`config.mk`:
```
export PLATFORM = sky130hd
export DESIGN_NAME = dma_l2r_reader
export DESIGN_NICKNAME = d
export VERILOG_FILES = /design/src/rtl/dma_req_pkg.sv /design/src/rtl/dma_l2r_reader.sv /design/src/rtl/dma_read_fifo.sv /design/src/rtl/dma_word_counter.sv /design/src/rtl/dma_req_fsm.sv
export SDC_FILE = /design/constraint.sdc
export NUM_CORES = 1
export LEC_CHECK = 0
export ABC_CLOCK_PERIOD_IN_PS = 4120
export BUFFER_PORTS_ARGS = -buffer_cell sky130_fd_sc_hd__buf_4
export CORE_MARGIN = 4
export CORE_UTILIZATION = 50
export CTS_BUF_LIST = sky130_fd_sc_hd__clkbuf_8
export DETAILED_ROUTE_END_ITERATION = 10
export GPL_ROUTABILITY_DRIVEN = 1
export GPL_TIMING_DRIVEN = 0
export PLACE_DENSITY = 0.73
export SLEW_MARGIN = 20
export SYNTH_ARGS = -nofsm -noshare
export SYNTH_HDL_FRONTEND = slang
export SYNTH_SLANG_ARGS = --single-unit
```
`constraint.sdc`:
```
create_clock -name clk -period 4.12 [get_ports clk]
set_input_delay 0.412 -clock clk [delete_from_list [all_inputs] [get_ports clk]]
set_output_delay 0.412 -clock clk [all_outputs]
set_load 0.01 [all_outputs]
```
`src/rtl/dma_req_pkg.sv`:
```
package dma_req_pkg;

  ////////////////////////////////////////////////////////////
  // Widths

  localparam int ADDR_W = 32;
  localparam int DATA_W = 32;
  // Request length is counted in words
  localparam int SIZE_W = 14;

  typedef logic [ADDR_W-1:0] addr_t;
  typedef logic [DATA_W-1:0] data_t;
  typedef logic [SIZE_W-1:0] word_cnt_t;

  ////////////////////////////////////////////////////////////
  // Bus burst codes

  typedef logic [2:0] burst_t;

  // Burst goes on after this beat
  localparam burst_t BURST_INCR = 3'b010;
  // This beat closes the burst
  localparam burst_t BURST_END  = 3'b111;

  // Read requester states
  typedef enum logic [1:0] {
    REQ_IDLE = 2'b00,
    REQ_DATA = 2'b01,
    REQ_WAIT = 2'b10
  } req_state_t;

endpackage
```
`src/rtl/dma_l2r_reader.sv`:
```
`timescale 1ns/1ps

module dma_l2r_reader (
  input  logic                   clk,
  input  logic                   rst,

  // Request side
  input  logic                   req_start,
  input  logic                   req_is_l2r,
  input  dma_req_pkg::word_cnt_t req_size,
  input  dma_req_pkg::addr_t     req_laddr,

  // Local memory read port
  output logic                   hsel,
  output dma_req_pkg::addr_t     haddr,
  output dma_req_pkg::burst_t    hburst,
  input  dma_req_pkg::data_t     hrdata,
  input  logic                   hready,

  // Network side
  output logic                   req_data_valid,
  output dma_req_pkg::data_t     req_data,
  input  logic                   req_data_ready
);

  ////////////////////////////////////////////////////////////
  // Internal strobes

  // State machine to counter
  logic count_clr;
  logic count_inc;
  // State machine to queue
  logic fifo_push;
  // Back to the state machine
  logic last_word;
  logic fifo_room;

  ////////////////////////////////////////////////////////////
  // Bus control

  dma_req_fsm dma_req_fsm_inst (
    .clk        (clk),
    .rst        (rst),
    .req_start  (req_start),
    .req_is_l2r (req_is_l2r),
    .hready     (hready),
    .last_word  (last_word),
    .fifo_room  (fifo_room),
    .hsel       (hsel),
    .hburst     (hburst),
    .count_clr  (count_clr),
    .count_inc  (count_inc),
    .fifo_push  (fifo_push)
  );

  ////////////////////////////////////////////////////////////
  // Word index and bus address

  dma_word_counter dma_word_counter_inst (
    .clk       (clk),
    .rst       (rst),
    .count_clr (count_clr),
    .count_inc (count_inc),
    .req_size  (req_size),
    .req_laddr (req_laddr),
    .haddr     (haddr),
    .last_word (last_word)
  );

  ////////////////////////////////////////////////////////////
  // Queue between bus and network

  // Read data enters in the beat cycle, visible on req_data one cycle later
  dma_read_fifo dma_read_fifo_inst (
    .clk   (clk),
    .rst   (rst),
    .push  (fifo_push),
    .din   (hrdata),
    .pop   (req_data_ready),
    .dout  (req_data),
    .valid (req_data_valid),
    .room  (fifo_room)
  );

endmodule

```
`src/rtl/dma_read_fifo.sv`:
```
`timescale 1ns/1ps

module dma_read_fifo (
  input  logic               clk,
  input  logic               rst,
  // Write side, from the bus
  input  logic               push,
  input  dma_req_pkg::data_t din,
  // Read side, to the network
  input  logic               pop,
  output dma_req_pkg::data_t dout,
  output logic               valid,
  // High-water flag back to the state machine
  output logic               room
);
  import dma_req_pkg::*;

  // Three slots, slot 0 is the head
  data_t      entry [0:2];
  // One-hot write position
  // bit 0 empty, bit 3 full
  logic [3:0] pos;
  logic       pop_ok;

  assign valid  = ~pos[0];
  // Ready while empty is ignored
  assign pop_ok = pop & valid;
  assign dout   = entry[0];

  // Room only from the registered position, no path from pop.
  // One slot stays spare for the beat already in flight
  assign room = ~|pos[3:2];

  ////////////////////////////////////////////////////////////
  // Position register

  always_ff @(posedge clk) begin
    if (rst) begin
      pos <= 4'b0001;
    end else if (push && !pop_ok) begin
      pos <= pos << 1;
    end else if (!push && pop_ok) begin
      pos <= pos >> 1;
    end
  end

  ////////////////////////////////////////////////////////////
  // Data slots

  for (genvar i = 0; i < 3; i++) begin : g_slot
    data_t above;

    // Value shifted down into this slot on a pop
    if (i < 2) begin : g_shift
      assign above = entry[i+1];
    end else begin : g_top
      // Top slot has nothing above, it keeps its stale word
      assign above = entry[i];
    end

    always_ff @(posedge clk) begin
      if (pop_ok && push && pos[i+1]) begin
        // Push lands in the slot freed by the pop
        entry[i] <= din;
      end else if (pop_ok) begin
        entry[i] <= above;
      end else if (push && pos[i]) begin
        entry[i] <= din;
      end
    end
  end

  ////////////////////////////////////////////////////////////
  // Checks

  // High-water mark upstream must keep the queue from overflowing
  a_no_overflow: assert property (@(posedge clk) disable iff (rst)
    push |-> !pos[3])
    else $error("push into a full queue");

  // Also catches a shift below empty
  a_pos_onehot: assert property (@(posedge clk) disable iff (rst)
    $onehot(pos))
    else $error("queue position lost its one-hot form");

endmodule

```
`src/rtl/dma_word_counter.sv`:
```
`timescale 1ns/1ps

module dma_word_counter (
  input  logic                   clk,
  input  logic                   rst,
  // Strobes from the state machine
  input  logic                   count_clr,
  input  logic                   count_inc,
  // Request fields, stable for the whole transfer
  input  dma_req_pkg::word_cnt_t req_size,
  input  dma_req_pkg::addr_t     req_laddr,
  // Bus address and end flag
  output dma_req_pkg::addr_t     haddr,
  output logic                   last_word
);
  import dma_req_pkg::*;

  // Index of the word currently on the bus
  word_cnt_t count;
  addr_t     byte_offset;

  always_ff @(posedge clk) begin
    if (rst) begin
      count <= '0;
    end else if (count_clr) begin
      count <= '0;
    end else if (count_inc) begin
      count <= count + 1'b1;
    end
  end

  // Word index to byte offset, always word aligned
  assign byte_offset = addr_t'({count, 2'b00});
  assign haddr       = req_laddr + byte_offset;

  // Final word of the request
  assign last_word = (count == word_cnt_t'(req_size - 1'b1));

  ////////////////////////////////////////////////////////////
  // Checks

  // State machine must stop on last_word, never run past the length
  a_no_overrun: assert property (@(posedge clk) disable iff (rst)
    count_inc |-> (count < req_size))
    else $error("count_inc with count already at req_size");

endmodule

```
`src/rtl/dma_req_fsm.sv`:
```
`timescale 1ns/1ps

module dma_req_fsm (
  input  logic                clk,
  input  logic                rst,
  // Request side
  input  logic                req_start,
  input  logic                req_is_l2r,
  // Bus handshake from memory
  input  logic                hready,
  // Status from the counter and the queue
  input  logic                last_word,
  input  logic                fifo_room,
  // Bus control
  output logic                hsel,
  output dma_req_pkg::burst_t hburst,
  // Strobes to the counter and the queue
  output logic                count_clr,
  output logic                count_inc,
  output logic                fifo_push
);
  import dma_req_pkg::*;

  req_state_t state;
  req_state_t state_nxt;

  ////////////////////////////////////////////////////////////
  // Next state and outputs

  always_comb begin
    // Defaults, bus idle and no strobes
    state_nxt = state;
    hsel      = 1'b0;
    hburst    = '0;
    count_clr = 1'b0;
    count_inc = 1'b0;
    fifo_push = 1'b0;

    case (state)
      REQ_IDLE: begin
        // Only local-to-remote starts open a burst
        if (req_start && req_is_l2r) begin
          count_clr = 1'b1;
          state_nxt = REQ_DATA;
        end
      end
      REQ_DATA: begin
        hsel = 1'b1;
        // Close the burst one beat early when the queue is filling up
        if (!fifo_room || last_word) begin
          hburst = BURST_END;
        end else begin
          hburst = BURST_INCR;
        end
        // Beat completes, word goes into the queue
        if (hready) begin
          count_inc = 1'b1;
          fifo_push = 1'b1;
          if (last_word) begin
            state_nxt = REQ_IDLE;
          end else if (!fifo_room) begin
            state_nxt = REQ_WAIT;
          end
        end
      end
      REQ_WAIT: begin
        // Reopen once the queue drains below the mark
        if (fifo_room) begin
          state_nxt = REQ_DATA;
        end
      end
      default: begin
        state_nxt = REQ_IDLE;
      end
    endcase
  end

  always_ff @(posedge clk) begin
    if (rst) begin
      state <= REQ_IDLE;
    end else begin
      state <= state_nxt;
    end
  end

  ////////////////////////////////////////////////////////////
  // Checks

  // Queue is only written by a bus beat
  a_push_in_data: assert property (@(posedge clk) disable iff (rst)
    fifo_push |-> (state == REQ_DATA))
    else $error("fifo_push outside REQ_DATA");

endmodule

```
* Word-level counts from Yosys, hierarchy flattened
Memory sizes are Yosys's and may differ from the RTL's. Cells that the tools add are included.
Operators by class: bitwise logic cells 8, multiplexer cells 46, equal/unequal tests 7, add/sub/neg operators 3, reduce and logical (&&, ||, !) cells 18
Operator list (count):
- $mux 32 | 6
- $add 32x16->32 | 1
- $mux 1 | 30
- $add 14x1->14 const B | 1
- $eq 14x14->1 | 1
- $sub 14x1->14 const B | 1
- $logic_and 1x1->1 | 10
- $mux 2 | 5
- $mux 4 | 2
- $mux 3 | 2
- $or 1x1->1 | 6
- $pmux 2 s3 | 1
- $ne 2x2->1 const B | 2
- $reduce_and 4->1 | 1
- $reduce_or 2->1 | 2
- $ne 3x1->1 const B | 1
- $eq 2x1->1 const B | 1
- $eq 2x2->1 const B | 1
- $logic_not 1->1 | 2
- $logic_not 2->1 | 1
- $ne 2x1->1 const B | 1
- $reduce_bool 2->1 | 1
- $and 1x1->1 | 1
- $logic_or 1x1->1 | 1
- $not 1->1 | 1
Word-level totals: word-level logic and storage cells 86, flip-flop bits (word level) 20, output and inout port bits 69, input bits 84, bits in writable memories 96, memories kept 1
Memories:
- dma_read_fifo_inst.entry | words 3, bits a word 32, read ports 3, clocked after Yosys merged registers in 0, wr ports 3, RTL line dma_read_fifo.sv:19 | data_t entry [0:2];

* Longest topological paths before layout
depth after elaboration 8, mapped depth 10, depth with buffers taken out 10

* Modules after synthesis
Synthesis repeated with hierarchy kept, for this count alone.
Unflattened totals: cells, all modules 497, area, all modules 6443.7 um^2
Modules (own cells, without submodules):
- dma_read_fifo | times used 1, area each 4184.0 um^2, sequential area each 2962.8 um^2, cells each 198
- dma_word_counter | times used 1, area each 2085.8 um^2, sequential area each 280.3 um^2, cells each 279
- dma_req_fsm | times used 1, area each 173.9 um^2, sequential area each 40.0 um^2, cells each 20

* Least setup slack after synthesis
OpenSTA, ideal clock, no wires.
path kind input -> output, start input port req_size[2], end output port hburst[2], path slack 1.187 ns, required time 3.708 ns, stages 8, path buffers 2, arrival time 2.521 ns, path through or4_1 > buf_2 > o31a_1 > or3_1 > a21boi_1 > o2111ai_1 > a21boi_0 > buf_4
On the way: cells in the longest elaborated chain, start to end 5
RTL lines:
- start: declaration | RTL line dma_l2r_reader.sv:10 | input dma_req_pkg::word_cnt_t req_size,
- $sub 14x1->14 | RTL line dma_word_counter.sv:37 | assign last_word = (count == word_cnt_t'(req_size - 1'b1));
- $eq 14x14->1 | RTL line dma_word_counter.sv:37
- $logic_or 1x1->1 | RTL line dma_req_fsm.sv:50 | if (!fifo_room || last_word) begin
- $mux 3 | RTL line dma_req_fsm.sv:50
- $mux 3 | RTL line dma_req_fsm.sv:39 | case (state)
- end: declaration | RTL line dma_l2r_reader.sv:16 | output dma_req_pkg::burst_t hburst,
Every way passes these cells.

* Worst setup path after layout
start register dma_word_counter_inst.count[0], end output port haddr[22]
On the way: cells in the longest elaborated chain, start to end 1
RTL lines:
- start: declaration | RTL line dma_word_counter.sv:19 | word_cnt_t count;
- start signal: assignment | RTL line dma_word_counter.sv:28 | count <= count + 1'b1;
- $add 32x16->32 | RTL line dma_word_counter.sv:34 | assign haddr = req_laddr + byte_offset;
- end: declaration | RTL line dma_l2r_reader.sv:15 | output dma_req_pkg::addr_t haddr,
Every way passes these cells.

==> flow_summary.toml <==
[grt]
antenna_found_initial = 0
grt_pass1_wl_um = 21600
overflow = 0
grt.total_usage = 0.192
grt_pass1_vias = 4460
grt_max_degree = 26

[timing]
relSlewSlack = 0.509
hold_viol_final = 0
skew_ns = 0.0154
fin_crit_ns = 3.63
setup_violations = 0
tightestPinTransition_ns = 0.731
final_max_slew_viol_count = 0
rsz0062_at_grt = "no"
final.setup.tns_ns = 0
post-route-period-util = 0.882
fmax_ghz = 0.275

[worst_setup_path]
max_stage_delay_ns = 0.45
r2r-start = "dma_req_fsm_inst.state[1]$_SDFFE_PP0P_"
required_ns = 3.71
crit_top_cell = "o31a_1"
worstPathArrival_ns = 3.22
crit_path_max_fanout = 7
crit_chain = "ha_1 -> inv_1 -> fa_1 -> nor2b_1 -> o31a_1 -> o31a_1 -> o311ai_0 -> a21boi_1 -> nand4_1 -> xnor2_1 -> buf_4"
startpoint = "dma_word_counter_inst.count[0]$_SDFFE_PP0P_"
cp-end-kind = "primary output"
cp-start-kind = "register"
slowest_stage = "a21boi_1"
worstSetupPathType = "reg -> out"

[placed_design]
dp_hpwl_um = 9960
place.gp.congestion = 0.878
io_buffers = 149

[final_layout]
num_antenna_cells = 0
syn2layout_area_growth_pct = 30.0
drive_gt1_frac = 0.380
nets = 768
fillers = 914
final_util = 0.673

[logic_synthesis]
ys.warnings.count = 0
synth-seq-area-share = 0.546
netlist_instances = 494
yosys_register_bits = 116
synth_common_cells = "96 x edfxtp_1, 65 x mux2_2, 41 x nor2_1, 39 x xnor2_1, 30 x nand2_1"
synth_flop_cell = "edfxtp_1"
synth_fp_nets = 597
netlist_area_sq_um = 6010
async_flop_share = 0
syn_area_per_cell_sq_um = 12.2
synth-edff-count = 96
synth_top_area_cell = "edfxtp_1"
ys_types = 53
synth_top_area_frac = 0.480
synth.area.top_cells = "edfxtp_1 48%, mux2_2 12%, dfxtp_1 6.7%"
yosysMostFrequentCell = "edfxtp_1"

[floorplan]
initial_core_util = 0.518
rows = 39
core_sq_um = 11600
die_area_sq_um = 13800
fp.dieH_um = 118
die_x_um = 118
io-pin-count = 153

[clock_tree]
tritoncts = "built"
clockBufferDepth = 2
path_clk_slew_ns = 0.07
cts_buffers = 17
cts_root_buffer = "clkbuf_8"
cts-resized-gates = 0
cts_max_level = 4
cts_sinks = 116
clock_latency_ns = 0.42
cts_hold_buf = 0
cts_setup_buffers = 0

[route]
ant_nets = 0
drt_wl_total_um = 13300
dr.pass1.iters = 5
drc = 0
post_drt_wl_per_cell_um = 16.2
viasPerCell = 5.47
drt_iter0_drc = 266
vias = 4482

[run_status]
status = "complete, no violations"

[job]
cap_viol_max_count = 0

[min_path]
min_path_type = "in -> reg"
min-delay-start = "hrdata[25]"

[power]
seq_power_share = 0.469
intPower_w = 0.00223
combPwrFrac = 0.131
p_leak_nw = 3.10
p_sw_frac = 0.221
total_power_w = 0.00286
clockPowerShare = 0.400
powerDensity_nw_per_um2 = 366
p_sw_w = 0.000633
irDropWorstVdd_v = 0.000274
path summary, 6_finish.rpt:
check | end | slack [ns] | cells past startpoint
max | haddr[22] | 0.49 | 11
min reg2reg | dma_read_fifo_inst.pos[0]$_SDFFE_PP1P_ | 0.54 | 2
max reg2reg | dma_read_fifo_inst.entry[0][5]$_DFFE_PP_ | 1.21 | 8
min | dma_read_fifo_inst.entry[2][25]$_DFFE_PP_ | 0.19 | 1
power by group through the flow:
| stage | Sequential, W | Clock, W | Combinational [W] |
|---|---|---|---|
| 6_report | 0.00134 | 0.00115 | 0.000376 |
| 5_1_grt | 0.00135 | 0.00122 | 0.000410 |
| 4_1_cts | 0.00134 | 0.00117 | 0.000380 |
| 3_5_place_dp | 0.00137 | 0 | 0.000378 |
| 3_3_place_gp | 0.00137 | 0 | 0.000357 |
| 2_1_floorplan | 0.00138 | 0 | 0.000173 |
worst max-delay path, delay by kind of cell (launching register included):
kind            cells  cell delay [ns]
fa+ha+maj           2             0.65
compound gates      4             1.02
xor+xnor            1             0.16
buf+inv             2             0.20
simple gates        2             0.33
flops               1             0.44
per-layer routing:
metal | track usage | wire length (um) | up-vias
met3 | 0.0562 | 641 | 10
li1 | - | - | 2180
met5 | 0 | 0 | -
met2 | 0.324 | 6700 | 122
met4 | 0.0542 | 160 | 0
met1 | 0.240 | 5820 | 2170
placed cells by master, fill, tap and decap left out, types with 6 or more instances in the layout:
cell	count
nor2_1	41
a21oi_1	20
buf_1	6
inv_1	20
ha_1	18
dfxtp_1	20
xnor2_1	39
o21ai_0	13
nand2_1	30
xor2_1	12
mux2_2	65
buf_4	153
nand3_1	16
clkbuf_8	17
nand4_1	9
edfxtp_1	96
and3_1	9
state kept, by name (all words and copies together), names as in the netlist:
register	cells
dma_read_fifo_inst.pos	4
dma_word_counter_inst.count	14
dma_read_fifo_inst.entry	96
dma_req_fsm_inst.state	2
cell type report:
class	instances	area, sq um	share of cell area
multi-input combinational	345	2590	0.332
tap	143	179	0.0229
clock inverter	14	194	0.0248
buffer	15	80.1	0.0102
timing repair buffer	152	1190	0.152
sequential	116	3280	0.420
inverter	18	67.6	0.00864
clock buffer	17	234	0.0299
through the flow:
step                      area, sq um  setup WS, ns  instances  hold WS (ns)
after floorplan                  6010          1.19        494         0.479
after detailed placement         7390         0.915        789         0.534
after global routing             7820         0.135        820         0.153
after CTS                        7820         0.443        820         0.163
final                            7820         0.488        820         0.190
after global placement           7310         0.786        786         0.515
logic make-up after synthesis:
logic type / after synthesis / synth area share
xor+xnor: 51 / 0.0743
buf+inv: 33 / 0.0246
compound gates: 68 / 0.0733
mux: 68 / 0.127
simple gates: 139 / 0.114
fa+ha+maj: 19 / 0.0408
flops: 116 / 0.546
Note: power is estimated with default switching activity, not from simulation.
